--- src/hw/sd_pkg.sv ---
`default_nettype none

//====================================================================
// SD block host definitions
// Sector geometry and the byte, buffer index, sector number and
// image size types shared with the SD card host
//====================================================================

package sd_pkg;

	// Sector geometry
	localparam int SECTOR_BYTES = 512;
	localparam int SECTOR_SHIFT = $clog2(SECTOR_BYTES);

	// One byte of the host sector buffer
	typedef logic [7:0] sd_byte_t;

	// Byte index inside one sector
	typedef logic [SECTOR_SHIFT-1:0] sd_buf_addr_t;

	// Sector number on the card
	typedef logic [31:0] sd_lba_t;

	// Mounted image size in bytes
	typedef logic [31:0] sd_size_t;

endpackage

`default_nettype wire

--- src/hw/bk_pkg.sv ---
`default_nettype none

//====================================================================
// Backup engine definitions
// Save RAM geometry, word and address types, engine state
//====================================================================

package bk_pkg;

	// 4096 words of 16 bits, 8 KB, 16 sectors
	localparam int BK_WORD_ADDR_W = 12;
	localparam int BK_WORDS       = 1 << BK_WORD_ADDR_W;
	localparam int BK_MAX_SECTORS = 16;
	localparam int BK_SECTOR_W    = 5;

	typedef logic [15:0] bk_word_t;

	// Word port and console byte port addresses
	typedef logic [BK_WORD_ADDR_W-1:0] bk_word_addr_t;
	typedef logic [BK_WORD_ADDR_W:0]   bk_byte_addr_t;

	// Sector count inside save RAM
	typedef logic [BK_SECTOR_W-1:0] bk_sector_t;

	typedef enum logic {
		IDLE,
		XFER
	} bk_state_t;

endpackage

`default_nettype wire

--- src/hw/bk_control_fsm.sv ---
`default_nettype none

//====================================================================
// Backup engine control
// Mount and enable tracking, load and save sequencing, SD requests
//====================================================================

module bk_control_fsm (
	input  logic               clk_sys,
	input  logic               reset,
	input  logic               img_mounted,
	input  sd_pkg::sd_size_t   img_size,
	input  logic               cart_download,
	input  logic               save_req,
	input  logic               sd_ack,
	input  logic               last_sector,
	output logic               bk_ena,
	output logic               bk_busy,
	output logic               sd_rd,
	output logic               sd_wr,
	output logic               xfer_start,
	output logic               sector_step,
	output bk_pkg::bk_sector_t last_lba
);

	bk_pkg::bk_state_t state;
	sd_pkg::sd_size_t  size_m1;
	logic              load_pend;
	logic              xfer_load;
	logic              cart_d;
	logic              save_d;
	logic              ack_r;
	logic              ack_d;
	logic              cart_rise;
	logic              save_rise;
	logic              ack_rise;
	logic              ack_fall;

	// Last byte index of the image, its sector is the last one
	assign size_m1 = img_size - 1'b1;

	assign cart_rise = cart_download & ~cart_d;
	assign save_rise = save_req & ~save_d;
	assign ack_rise  = ack_r & ~ack_d;
	assign ack_fall  = ~ack_r & ack_d;

	// A pending load takes priority over a save edge
	assign xfer_start  = (state == bk_pkg::IDLE) && bk_ena && (load_pend || save_rise);
	assign sector_step = (state == bk_pkg::XFER) && ack_fall && !last_sector;
	assign bk_busy     = (state == bk_pkg::XFER);

	always_ff @(posedge clk_sys) begin
		if (reset) begin
			state     <= bk_pkg::IDLE;
			bk_ena    <= 1'b0;
			load_pend <= 1'b0;
			xfer_load <= 1'b0;
			sd_rd     <= 1'b0;
			sd_wr     <= 1'b0;
			last_lba  <= '0;
			cart_d    <= 1'b0;
			save_d    <= 1'b0;
			ack_r     <= 1'b0;
			ack_d     <= 1'b0;
		end else begin
			cart_d <= cart_download;
			save_d <= save_req;
			ack_r  <= sd_ack;
			ack_d  <= ack_r;

			// Host has taken the request
			if (ack_rise) begin
				sd_rd <= 1'b0;
				sd_wr <= 1'b0;
			end

			case (state)
				bk_pkg::IDLE: begin
					if (xfer_start) begin
						state     <= bk_pkg::XFER;
						xfer_load <= load_pend;
						load_pend <= 1'b0;
						sd_rd     <= load_pend;
						sd_wr     <= ~load_pend;
					end
				end
				bk_pkg::XFER: begin
					// Sector done, either finish or ask for the next one
					if (ack_fall) begin
						if (last_sector) begin
							state <= bk_pkg::IDLE;
						end else begin
							sd_rd <= xfer_load;
							sd_wr <= ~xfer_load;
						end
					end
				end
				default: state <= bk_pkg::IDLE;
			endcase

			// Mount and download events win over a start in the same cycle
			if (img_mounted) begin
				if (img_size != '0) begin
					bk_ena    <= 1'b1;
					load_pend <= 1'b1;
					last_lba  <= bk_pkg::bk_sector_t'(size_m1 >> sd_pkg::SECTOR_SHIFT);
				end else begin
					bk_ena    <= 1'b0;
					load_pend <= 1'b0;
				end
			end

			if (cart_rise) begin
				bk_ena    <= 1'b0;
				load_pend <= 1'b0;
			end
		end
	end

	a_req_excl: assert property (@(posedge clk_sys) disable iff (reset)
		!(sd_rd && sd_wr));

	// Image must fit in save RAM
	a_mount_fits: assert property (@(posedge clk_sys) disable iff (reset)
		img_mounted && (img_size != '0) |->
		(size_m1 >> sd_pkg::SECTOR_SHIFT) < bk_pkg::BK_MAX_SECTORS);

endmodule

`default_nettype wire

--- config.mk ---
export PLATFORM = sky130hd
export DESIGN_NAME = bk_control_fsm
export DESIGN_NICKNAME = d
export VERILOG_FILES = /design/src/hw/sd_pkg.sv /design/src/hw/bk_pkg.sv /design/src/hw/bk_control_fsm.sv
export SDC_FILE = /design/constraint.sdc
export NUM_CORES = 1
export LEC_CHECK = 0
export ABC_AREA = 1
export ABC_CLOCK_PERIOD_IN_PS = 1210
export BUFFER_PORTS_ARGS = -buffer_cell sky130_fd_sc_hd__buf_4
export CAP_MARGIN = 10
export CORE_MARGIN = 2
export CORE_UTILIZATION = 46
export CTS_BUF_LIST = sky130_fd_sc_hd__clkbuf_8
export CTS_CLUSTER_SIZE = 16
export DETAILED_ROUTE_END_ITERATION = 16
export PLACE_DENSITY = 0.81
export SLEW_MARGIN = 20
export SYNTH_ARGS = -nofsm -noshare
export SYNTH_HDL_FRONTEND = slang
export SYNTH_SLANG_ARGS = --single-unit
--- constraint.sdc ---
create_clock -name clk_sys -period 1.21 [get_ports clk_sys]
set_input_delay 0.1815 -clock clk_sys [delete_from_list [all_inputs] [get_ports clk_sys]]
set_output_delay 0.1815 -clock clk_sys [all_outputs]
set_load 0.1 [all_outputs]
== Yosys cells after proc, flatten, opt, wreduce, memory -nomap -nowiden ==
Index checks and enable logic that the tools add are counted.

* Add/sub/neg operators: 1
* $mul: 0
* Div/mod/pow operators: 0
* Magnitude comparators: 0
* Equality and inequality tests: 1
* Shift operators: 0
* Muxes and demuxes: 18
* Bitwise gates (word level): 11
* Reductions and logical operators: 12

{| class="wikitable"
|+ Operators with widths
! kind !! number
|-
| 32-bit nonzero test || 1
|-
| 1-bit two-way mux || 15
|-
| 14-bit by 1-bit subtractor with 14-bit output, second input constant || 1
|-
| 1-bit inverter || 7
|-
| 1-bit one-hot mux with 2 select lines || 3
|-
| 2-bit AND reduction || 3
|-
| 1-bit AND || 4
|-
| 1-bit logical AND || 4
|-
| 2-bit inequality test, second input constant || 1
|-
| 2-bit nonzero test || 1
|-
| 2-bit OR reduction || 1
|-
| 1-bit logical NOT || 1
|-
| 1-bit logical OR || 1
|}

* Flip-flop bits (word level): 15
* Latch bits: 0
* RAM bits: 0
* Memory bits (read-only): 0
* Input bits: 39
* Logic and storage cells: 54
* Memories: 0

== Logic depth before layout (Yosys ltp) ==
Gate-level depths: netlist of run 1.

* Word-level depth: 7
* Depth in mapped cells: 9
* Depth with buffers taken out: 9

== Least setup slack after synthesis of run 1 ==
No wires, ideal clock.

* Path type: reg2out
* Start: reg state, in the netlist bk_busy
* End: out sector_step
* Data arrival time: 3.275 ns
* Data required time: 1.028 ns
* Setup slack: -2.246 ns
* Cell stages (with the launch flop): 3
* Path buffers: 0
* Path through: dfxtp_1 > inv_1 > nor3_1

* Word-level cells in the longest chain between the ends: 2

{| class="wikitable"
|+ RTL lines
! item !! RTL line !! RTL
|-
| start, declared || bk_control_fsm.sv:26 || <nowiki>bk_pkg::bk_state_t state;</nowiki>
|-
| start signal, assigned || bk_control_fsm.sv:54 || <nowiki>state <= bk_pkg::IDLE;</nowiki>
|-
| start signal, assigned || bk_control_fsm.sv:80 || <nowiki>state <= bk_pkg::XFER;</nowiki>
|-
| start signal, assigned || bk_control_fsm.sv:91 || <nowiki>state <= bk_pkg::IDLE;</nowiki>
|-
| 1-bit logical AND (2 in series) || bk_control_fsm.sv:49 || <nowiki>assign sector_step = (state == bk_pkg::XFER) && ack_fall && !last_sector;</nowiki>
|-
| end, declared || bk_control_fsm.sv:22 || <nowiki>output logic sector_step,</nowiki>
|}

No other way between the ends.

== Worst setup path after layout of run 1 ==
* Start: reg ack_r
* End: out sector_step

* Word-level cells in the longest chain between the ends: 4

{| class="wikitable"
|+ RTL lines
! item !! RTL line !! RTL
|-
| start, declared || bk_control_fsm.sv:32 || <nowiki>logic ack_r;</nowiki>
|-
| start signal, assigned || bk_control_fsm.sv:68 || <nowiki>ack_r <= sd_ack;</nowiki>
|-
| 1-bit inverter || bk_control_fsm.sv:45 || <nowiki>assign ack_fall = ~ack_r & ack_d;</nowiki>
|-
| 1-bit AND || bk_control_fsm.sv:45 ||
|-
| 1-bit logical AND (2 in series) || bk_control_fsm.sv:49 ||
|}

No other way between the ends.

==> parameters.txt, run 1 <==
Parameter                              Value

Place
  Last weighted congestion value of the routability-driven placer    0.815
  Post-DP HPWL    2020 um
  # port buffers    49

Synthesis
  Library cell occupying the most area in the post-synthesis netlist    dfxtp_1
  Most frequently used flop master after synthesis    dfxtp_1
  Sequential area share after synthesis    between 30 and 40%
  Instance count of the mapped netlist    174
  Count of distinct cell types in the synthesized netlist    20
  Count of state elements after synthesis    15
  Most frequent cells after synthesis    nor2_1 (47), nand2_1 (44), inv_1 (20)
  Fraction of post-synthesis cell area in the top cell type by area    30.8%
  Netlist Area Pre-Place    975 um2
  Cell with the most instances after synthesis    nor2_1
  Synthesized Nets    213
  Proportion of synthesized flip-flops having asynchronous set or reset    0%
  Post-synthesis average cell area    between 5 and 6 um2
  Syn. warnings    0
  Number of synthesized flops with an enable pin    0
  Top area cells in the synthesized netlist    dfxtp_1 (31%), nor2_1 (18%), nand2_1 (17%), inv_1 (7.7%), nand3_1 (7.2%)

Worst setup path
  Cell chain of the critical path    inv_2 > nand2_4 > nor3_4 > buf_12
  Crit-path slowest cell    dfxtp_2
  Arrival time at the worst endpoint    approximately 1.1 ns
  Kind of start point of the critical path    register
  CP Capture Type    output pin
  WP data required    1.03 ns
  Kind of critical path    reg -> out
  Category of cells accounting for the largest share of critical-path delay    flip-flops
  CP max stage delay    0.31 ns
  Peak fanout along the critical path    2
  Buffers and inverters on the worst path    2

STA
  Setup-violating endpoint count in the final report    3
  Post-route fraction of the period consumed by the critical path    104%
  Final worst clock skew    0.00211 ns
  Max Slew Vio Count    0
  Max-slew headroom    77.6%
  Worst slew pin tran    0.333 ns
  Min Hold Slack    0.139 ns
  Achievable clock frequency    between 700 and 800 MHz
  TNS Setup    -0.117 ns
  Final WS setup    -0.0490 ns
  Unrepaired setup endpoints after global routing    yes
  Final Hold Violating Endpoints    0
  Minimum clock period after layout    about 1.3 ns

Routing
  Detailed Routing Iterations Pass 1    4
  Number of routed nets with antenna violations    0
  Remaining design rule violation count    0
  Routed vias/inst    approximately 4.8
  Total via count after detailed routing    about 1200
  Violation count after the first detailed-routing iteration    17
  Routed len/inst    10.4 um
  Total length of routed wires    2690 um

GRT
  Vias in the first global route    1213
  Maximum number of pins on one net before global-route repair    10
  Overall Global Routing Usage    24.8%
  First-pass GRT wire length    4900 um
  Initial antenna violation count    0
  Overall overflow remaining after global route    0

Worst hold path
  Path type of the worst min-delay path    in -> reg

Clock network
  Number of buffers between clock root and the deepest sink    2
  # H-tree levels    1
  TritonCTS clock tree    yes
  Clock tree root driver cell    clkbuf_8
  Insertion delay to the later sink of the worst-skew pair    0.25 ns
  Hold buffer count at CTS    0
  Clock-pin slew reported for the worst setup and hold paths after clock tree synthesis    0.06 ns
  Inserted Clock Buffers    3
  Sinks on the clock net    15

Pwr
  Share of power burned in the clock network    29.7%
  Worst-case vdd ir drop    1050 uV
  Pwr/cell area    a little under 900 nW/um2
  Sequential share of power    38.9%
  Proportion of total power due to net switching    34.3%
  Net switching power    478 uW
  Share of power burned in combinational logic    around a third
  Static Leakage    0.782 nW
  P_int    915 uW

Final layout
  Number of nets in the finished design    272
  Area overhead of the layout relative to synthesis    59.9%
  Number of inserted filler cells in the final layout    150
  Area of all sequential standard cells    314 um2
  Multi-input logic area    around 630 um2
  Number of antenna cells inserted    0
  Fraction of layout cells with a size suffix above 1    37.9%

Floorplan
  Effective utilization at floorplan    about half
  Die Ht    50.0 um
  IO Count    50
  Area of the die    2500 um2
  Die X-Extent    roughly 50 um
  Total core area    around 2000 um2
  Number of placement rows    16

Status
  Run status    finished with violations
  Violations in the final reports    negative setup slack

Job
  Max-Cap Viols    0
cells by family (layout without fill, tap and decap cells):
family                 after synthesis  after routing  share of synthesized area (%)
flip-flops                          15             15                           30.8
buffers and inverters               27             85                           10.5
AO/OA/AOI/OAI                       14             14                           7.96
AND/OR/NAND/NOR                    118            118                           50.7
per-layer routing:
layer	wire length, um	vias up	track usage (%)
li1	-	650	-
met1	1090	549	29.2
met2	1410	35	45.0
met3	142	7	5.15
met4	53	0	6.48
met5	0	-	0
registers in the layout (all words and copies together) (netlist names):
signal,count
load_pend,1
sd_wr,1
bk_busy,1
ack_r,1
bk_ena,1
cart_d,1
last_lba,5
sd_rd,1
ack_d,1
save_d,1
xfer_load,1
area by class of cell:
type | count | share of cell area [%]
multi-input combinational | 132 | 40.1
timing repair buffer | 55 | 28.1
sequential | 15 | 20.1
inverter | 26 | 6.50
clock buffer | 3 | 2.65
tap | 27 | 2.17
clock inverter | 1 | 0.321
power groups by stage:
stage / registers (mW) / logic (mW) / clock network (mW)
2_1_floorplan: 0.672 / 0.124 / 0
3_3_place_gp: 0.549 / 0.404 / 0
3_5_place_dp: 0.550 / 0.411 / 0
4_1_cts: 0.538 / 0.428 / 0.412
5_1_grt: 0.545 / 0.474 / 0.445
6_report: 0.541 / 0.438 / 0.413
stage by stage:
| step | setup slack [ns] | instances | util [%] | area (um2) | power (mW) |
|---|---|---|---|---|---|
| after floorplan | -0.407 | 174 | - | 1020 | 0.797 |
| after global placement | 0.0597 | 250 | 71.7 | 1420 | 0.952 |
| final | -0.0490 | 259 | 78.7 | 1560 | 1.39 |
| after detailed placement | 0.0312 | 250 | 71.7 | 1420 | 0.960 |
| after CTS | -0.0725 | 257 | 76.8 | 1520 | 1.38 |
| after global routing | -0.0859 | 259 | 78.7 | 1560 | 1.46 |
tightest hold or removal path: stages:
cell and delay (ns):
buf_4 0.08, inv_1 0.03, nor2_1 0.07
worst paths after layout:
check | from | end | slack [ns] | cells past startpoint
setup / recovery | ack_r$_SDFF_PP0_ | sector_step | -0.05 | 4
hold / removal | sd_ack | ack_r$_SDFF_PP0_ | 0.14 | 3
setup reg to reg | load_pend$_SDFFE_PP0P_ | sd_rd$_SDFF_PP0_ | -0.03 | 8
hold reg to reg | xfer_load$_SDFFE_PP0P_ | xfer_load$_SDFFE_PP0P_ | 0.47 | 2
cell usage in the layout (no fill, tap or decap), types with 4 or more instances in the layout:
master,count
nand3_1,13
buf_4,53
nand2_2,4
nor2_1,46
inv_2,5
inv_1,19
dfxtp_1,8
nand2_1,42
a21oi_1,5
dfxtp_2,5
repair_timing:
| item | in CTS | in global routing |
|---|---|---|
| setup endpoints to repair | 2 | 4 |
| setup buffers | 3 | 2 |
| resized for setup | 9 | 7 |
| pin swaps | 3 | 2 |
No activity file was read; power rests on OpenSTA's default activity.
==> run 2: changes to the inputs <==
CORE_UTILIZATION = 35   (was 46)
PLACE_DENSITY = unset   (was 0.81)
TNS_END_PERCENT = 1   (was unset)
==> parameters.txt, run 2 (synthesis gave the netlist of run 1 again) <==
Parameter                              Value

Status
  Run status    finished with violations
  Violations in the final reports    negative setup slack

Routing
  Number of routed nets with antenna violations    0 (unchanged)
  Violation count after the first detailed-routing iteration    33 (+16)
  Routed vias/inst    4.53 (-5.4%)
  Remaining design rule violation count    0 (unchanged)
  Total via count after detailed routing    1187 (-4.4%)
  Detailed Routing Iterations Pass 1    4 (unchanged)
  Routed len/inst    9.92 um (-4.4%)
  Total length of routed wires    2600 um (-3.3%)

Final layout
  Number of inserted filler cells in the final layout    289 (+93%)
  Flip-flop count of the largest register, all copies and words added    5 (unchanged)
  Top library cells by usage in the layout, fill and taps aside    buf_4 (51), nor2_1 (45), nand2_1 (41)
  Final standard cell utilization of the core    56.9% (-22 points)
  Finished layout cell area    1540 um2 (-1.1%)
  Most common cell after layout, fill and taps aside    buf_4
  Number of nets in the finished design    271 (-0.37%)
  Register ranked first by flip-flop count    last_lba
  Number of antenna cells inserted    0 (unchanged)
  Fraction of layout cells with a size suffix above 1    35.9% (-2.0 points)
  Area overhead of the layout relative to synthesis    58.2%
  Final Instance Count excl. Fillers    262 (+1.2%)

Pwr
  Pwr/cell area    876 nW/um2 (-2.0%)
  Power, Total    1.35 mW (-3.1%)
  Sequential share of power    39.8% (+0.9 points)
  Worst-case vdd ir drop    837 uV (-20%)
  Net switching power    444 uW (-7.2%)
  Share of power burned in combinational logic    31.9% (+0.4 points)
  Proportion of total power due to net switching    32.9% (-1.4 points)
  Share of power burned in the clock network    28.3% (-1.4 points)
  Static Leakage    0.771 nW (-1.4%)
  P_int    907 uW (-0.93%)

Worst setup path
  Crit-path slowest cell    dfxtp_4
  Kind of start point of the critical path    register
  Kind of critical path    reg -> out
  CP Capture Type    output pin
  R2R Path Start    ack_r$_SDFF_PP0_
  R2r setup slk    0.05 ns (+0.08 ns)
  Number of cell instances on the worst register-to-register path    6 (-2)
  CP max stage delay    0.38 ns (+0.07 ns)
  WP data required    1.03 ns (about the same)
  Buffers and inverters on the worst path    2 (unchanged)
  Cell chain of the critical path    inv_4 > nor3_4 > buf_12
  Category of cells accounting for the largest share of critical-path delay    flip-flops
  Destination of the worst register-to-register timing path    sd_wr$_SDFF_PP0_
  Arrival time at the worst endpoint    1.07 ns (about the same)
  Peak fanout along the critical path    4 (+2)

Place
  Last weighted congestion value of the routability-driven placer    0.800 (-1.9%)
  Post-Place Setup Slack    0.0159 ns (-0.0153 ns)
  Placed instance count    253 (+1.2%)
  # port buffers    49 (unchanged)
  Post-DP Area    1410 um2 (-0.79%)
  Post-DP HPWL    2100 um (+3.7%)

Clock network
  # H-tree levels    1 (unchanged)
  Clock tree root driver cell    clkbuf_8
  Inserted Clock Buffers    3 (unchanged)
  Sinks on the clock net    15 (unchanged)
  Clock-pin slew reported for the worst setup and hold paths after clock tree synthesis    0.06 ns (about the same)
  TritonCTS clock tree    yes
  Insertion delay to the later sink of the worst-skew pair    0.24 ns (about the same)
  Number of buffers between clock root and the deepest sink    2 (unchanged)

Floorplan
  Number of placement rows    19 (+3)
  IO Count    50 (unchanged)
  Die X-Extent    56.8 um (+13%)
  Effective utilization at floorplan    36.0% (-13 points)
  Die Ht    56.8 um (+13%)
  Area of the die    3220 um2 (+29%)
  Total core area    2710 um2 (+37%)

STA
  Unrepaired setup endpoints after global routing    yes
  Setup-violating endpoint count in the final report    2 (-1)
  Final WS setup    -0.0446 ns (+0.00445 ns)
  Max-slew headroom    78.8% (+1.2 points)
  Final worst clock skew    0.000871 ns (-0.00124 ns)
  Worst slew pin tran    0.317 ns (-0.0156 ns)
  Minimum clock period after layout    1.25 ns (-0.00445 ns)
  Min Hold Slack    0.140 ns (+0.00115 ns)
  Post-route fraction of the period consumed by the critical path    104% (-0.37 points)
  Max Slew Vio Count    0 (unchanged)
  TNS Setup    -0.0878 ns (+0.0295 ns)
  Final Hold Violating Endpoints    0 (unchanged)
  Achievable clock frequency    797 MHz (+0.35%)

Worst hold path
  Path type of the worst min-delay path    in -> reg
  Number of cells on the worst hold path    3 (unchanged)
  Terminating pin of the worst hold path    ack_r$_SDFF_PP0_
  HP Start    sd_ack

GRT
  First-pass GRT wire length    4550 um (-7.2%)
  Initial antenna violation count    0 (unchanged)
  Overall Global Routing Usage    17.4% (-7.4 points)
  Vias in the first global route    1130 (-6.8%)
  Maximum number of pins on one net before global-route repair    9 (-1)
  Overall overflow remaining after global route    0 (unchanged)

Job
  Max-Cap Viols    0 (unchanged)
-- run 2: how the worst max path moves through the flow --
stage | startpoint | to | slack [ns] | cells after the start
3_5_place_dp | img_size[1] | last_lba[4]$_SDFFE_PP0P_ | 0.02 | 9
2_1_floorplan | bk_busy$_SDFF_PP0_ | sector_step | -0.41 | 2
6_report | bk_busy$_SDFF_PP0_ | sector_step | -0.04 | 3
4_1_cts | ack_r$_SDFF_PP0_ | sector_step | -0.08 | 4
3_3_place_gp | img_size[1] | last_lba[4]$_SDFFE_PP0P_ | 0.04 | 9
5_1_grt | save_d$_SDFF_PP0_ | xfer_start | -0.11 | 4
-- run 2: layout make-up --
type	instances	area, um2	area share [%]
multi-input combinational	132	613	39.8
timing repair buffer	54	434	28.2
sequential	15	309	20.0
inverter	26	101	6.57
clock buffer	3	41.3	2.68
tap	31	38.8	2.52
clock inverter	1	3.75	0.244
-- run 2: power by group through the flow --
stage	Clock [mW]	Combinational (mW)	Sequential (mW)
floorplan	0	0.123	0.670
global placement	0	0.403	0.548
detailed placement	0	0.407	0.549
CTS	0.402	0.427	0.537
global route	0.432	0.466	0.540
finish	0.382	0.431	0.538
-- run 2: what timing repair did --
item,CTS,global route
gates resized for setup,10,5
pin swaps,4,2
hold buffers,0,0
endpoints found under the setup margin,2,4
setup buffers,5,0
-- run 2: tightest hold or removal path, delay by kind of cell --
kind	cells	cell delay, ns
and+or+nand+nor	1	0.06
buffers and inverters	2	0.10
-- run 2: metal layers --
| metal | track usage [%] | up-vias | share of wire, % |
|---|---|---|---|
| met2 | 30.9 | 28 | 49 |
| met1 | 20.9 | 510 | 45 |
| met4 | 2.99 | 0 | 0.54 |
| met3 | 5.30 | 2 | 5.5 |
| li1 | - | 647 | - |
| met5 | 0 | - | 0 |
==> run 3: changes to the inputs <==
CAP_MARGIN = 20   (was 10)
CTS_BUF_LIST = unset   (was sky130_fd_sc_hd__clkbuf_8)
GPL_TIMING_DRIVEN = 0   (was unset)
==> parameters.txt, run 3 (synthesis gave the netlist of run 1 again) <==
Parameter                              Value

Status
  Run status    finished with violations
  Violations in the final reports    negative setup slack

Worst hold path
  HP Start    sd_ack
  Path type of the worst min-delay path    in -> reg
  Terminating pin of the worst hold path    ack_r$_SDFF_PP0_
  Number of cells on the worst hold path    3 (unchanged)

Worst setup path
  Cell chain of the critical path    inv_4 > nor3_4 > buf_12
  Destination of the worst register-to-register timing path    sd_rd$_SDFF_PP0_
  WP data required    1.03 ns (about the same)
  Arrival time at the worst endpoint    1.12 ns (+0.05 ns)
  Kind of start point of the critical path    register
  R2R Path Start    save_d$_SDFF_PP0_
  CP Capture Type    output pin
  Peak fanout along the critical path    6 (+2)
  Kind of critical path    reg -> out
  Crit-path slowest cell    dfxtp_4
  CP max stage delay    0.39 ns (about the same)
  R2r setup slk    0.01 ns (-0.04 ns)
  Number of cell instances on the worst register-to-register path    9 (+3)

Place
  Post-DP Area    1410 um2 (-0.27%)
  Placed instance count    253 (unchanged)
  Last weighted congestion value of the routability-driven placer    0.797 (-0.30%)
  # port buffers    48 (-2.0%)
  Post-DP HPWL    2090 um (-0.32%)

STA
  Max-slew headroom    72.3% (-6.5 points)
  Max Slew Vio Count    0 (unchanged)
  Final WS setup    -0.0871 ns (-0.0425 ns)
  Post-route fraction of the period consumed by the critical path    107% (+3.5 points)
  Final Hold Violating Endpoints    0 (unchanged)
  Achievable clock frequency    771 MHz (-3.3%)
  Minimum clock period after layout    1.30 ns (+0.0425 ns)
  Final worst clock skew    0.00643 ns (+0.00556 ns)
  Setup-violating endpoint count in the final report    2 (unchanged)
  TNS Setup    -0.147 ns (-0.0587 ns)
  Worst slew pin tran    0.416 ns (+0.0982 ns)
  Unrepaired setup endpoints after global routing    yes

Routing
  Routed vias/inst    4.52 (-0.21%)
  Total via count after detailed routing    1189 (+0.17%)
  Detailed Routing Iterations Pass 1    4 (unchanged)
  Total length of routed wires    2580 um (-0.77%)
  Remaining design rule violation count    0 (unchanged)
  Violation count after the first detailed-routing iteration    35 (+6.1%)
  Number of routed nets with antenna violations    0 (unchanged)
  Routed len/inst    9.81 um (-1.1%)

Floorplan
  Area of the die    3220 um2 (unchanged)
  IO Count    50 (unchanged)
  Die X-Extent    56.8 um (unchanged)
  Effective utilization at floorplan    36.0% (unchanged)
  Die Ht    56.8 um (unchanged)
  Number of placement rows    19 (unchanged)
  Total core area    2710 um2 (unchanged)

GRT
  Initial antenna violation count    0 (unchanged)
  Maximum number of pins on one net before global-route repair    10 (+1)
  Vias in the first global route    1068 (-5.5%)
  Overall overflow remaining after global route    0 (unchanged)
  Overall Global Routing Usage    16.6% (-0.87 points)
  First-pass GRT wire length    4380 um (-3.7%)

Final layout
  Final Instance Count excl. Fillers    263 (+0.38%)
  Fraction of layout cells with a size suffix above 1    37.1% (+1.1 points)
  Final standard cell utilization of the core    56.7% (-0.14 points)
  Most common cell after layout, fill and taps aside    buf_4
  Multi-input logic area    617 um2 (+0.61%)
  Flip-flop count of the largest register, all copies and words added    5 (unchanged)
  Register ranked first by flip-flop count    last_lba
  Number of nets in the finished design    272 (+0.37%)
  Finished layout cell area    1540 um2 (-0.24%)
  Top library cells by usage in the layout, fill and taps aside    buf_4 (51), nor2_1 (46), nand2_1 (42)
  Number of inserted filler cells in the final layout    310 (+7.3%)
  Area overhead of the layout relative to synthesis    57.8%
  Area of all sequential standard cells    312 um2 (+0.81%)
  Number of antenna cells inserted    0 (unchanged)

Job
  Max-Cap Viols    0 (unchanged)

Clock network
  Inserted Clock Buffers    3 (unchanged)
  # H-tree levels    1 (unchanged)
  Number of buffers between clock root and the deepest sink    2 (unchanged)
  Sinks on the clock net    15 (unchanged)
  Insertion delay to the later sink of the worst-skew pair    0.28 ns (+0.04 ns)
  Clock tree root driver cell    clkbuf_4
  Hold buffer count at CTS    0 (unchanged)
  TritonCTS clock tree    yes
  Clock-pin slew reported for the worst setup and hold paths after clock tree synthesis    0.08 ns (+0.02 ns)

Pwr
  Share of power burned in combinational logic    34.8% (+2.9 points)
  Sequential share of power    43.1% (+3.3 points)
  P_int    807 uW (-11%)
  Proportion of total power due to net switching    35.3% (+2.5 points)
  Worst-case vdd ir drop    1050 uV (+25%)
  Static Leakage    0.777 nW (+0.79%)
  Net switching power    441 uW (-0.63%)
  Share of power burned in the clock network    22.1% (-6.2 points)
  Pwr/cell area    812 nW/um2 (-7.3%)
==> run 3: cell types whose count changed in the layout (fill, tap and decap cells not counted), moves of 2 or more <==
cell	delta
clkbuf_4	+3
clkbuf_8	-3
dfxtp_1	-2
dfxtp_2	+2
nand2_2	-2
==> run 3: cell type report <==
| type | count | share of cell area, % |
|---|---|---|
| buffer | 1 | 0.244 |
| clock buffer | 3 | 1.46 |
| clock inverter | 1 | 0.325 |
| inverter | 26 | 6.59 |
| multi-input combinational | 132 | 40.1 |
| sequential | 15 | 20.3 |
| tap | 31 | 2.52 |
| timing repair buffer | 54 | 28.5 |
==> run 3: critical path, delay by kind of cell (launching register included) <==
family	cells	cell delay, ns
buf+inv	2	0.25
flops	1	0.39
simple gates	1	0.21
==> run 3: per-stage QoR <==
stage	setup WS [ns]	total power, mW	hold slack [ns]
after floorplan	-0.407	0.793	0.288
after global placement	0.0414	0.948	0.382
after detailed placement	0.0283	0.955	0.397
after CTS	-0.127	1.25	0.100
after global routing	-0.149	1.33	0.0991
final	-0.0871	1.25	0.108
==> run 3: worst max path at each step <==
stage                                     endpoint  cells after the start               start
after floorplan                        sector_step                      2  bk_busy$_SDFF_PP0_
after global placement    last_lba[3]$_SDFFE_PP0P_                      9         img_size[1]
after detailed placement  last_lba[3]$_SDFFE_PP0P_                      9         img_size[1]
after CTS                              sector_step                      4    ack_r$_SDFF_PP0_
after global routing                   sector_step                      3  bk_busy$_SDFF_PP0_
final                                  sector_step                      3  bk_busy$_SDFF_PP0_
==> run 3: power groups by stage <==
stage	Combinational [mW]	Sequential [mW]	Clock, mW
CTS	0.417	0.538	0.295
finish	0.434	0.538	0.276
floorplan	0.123	0.670	0
detailed placement	0.407	0.549	0
global route	0.470	0.542	0.323
global placement	0.401	0.548	0
==> run 3: what timing repair did <==
item,4_1_cts,5_1_grt
gates resized for setup,8,9
setup buffers,2,4
gates cloned,0,0
setup endpoints to repair,2,5
pin swaps,2,5
==> run 3: per-layer routing <==
metal,GRT usage [%],vias up,wire length [um],share of wire [%]
met3,3.69,2,150,5.8
met4,2.99,0,10,0.39
li1,-,645,-,-
met1,22.3,509,1190,46
met2,27.4,33,1230,48
met5,0,-,0,0
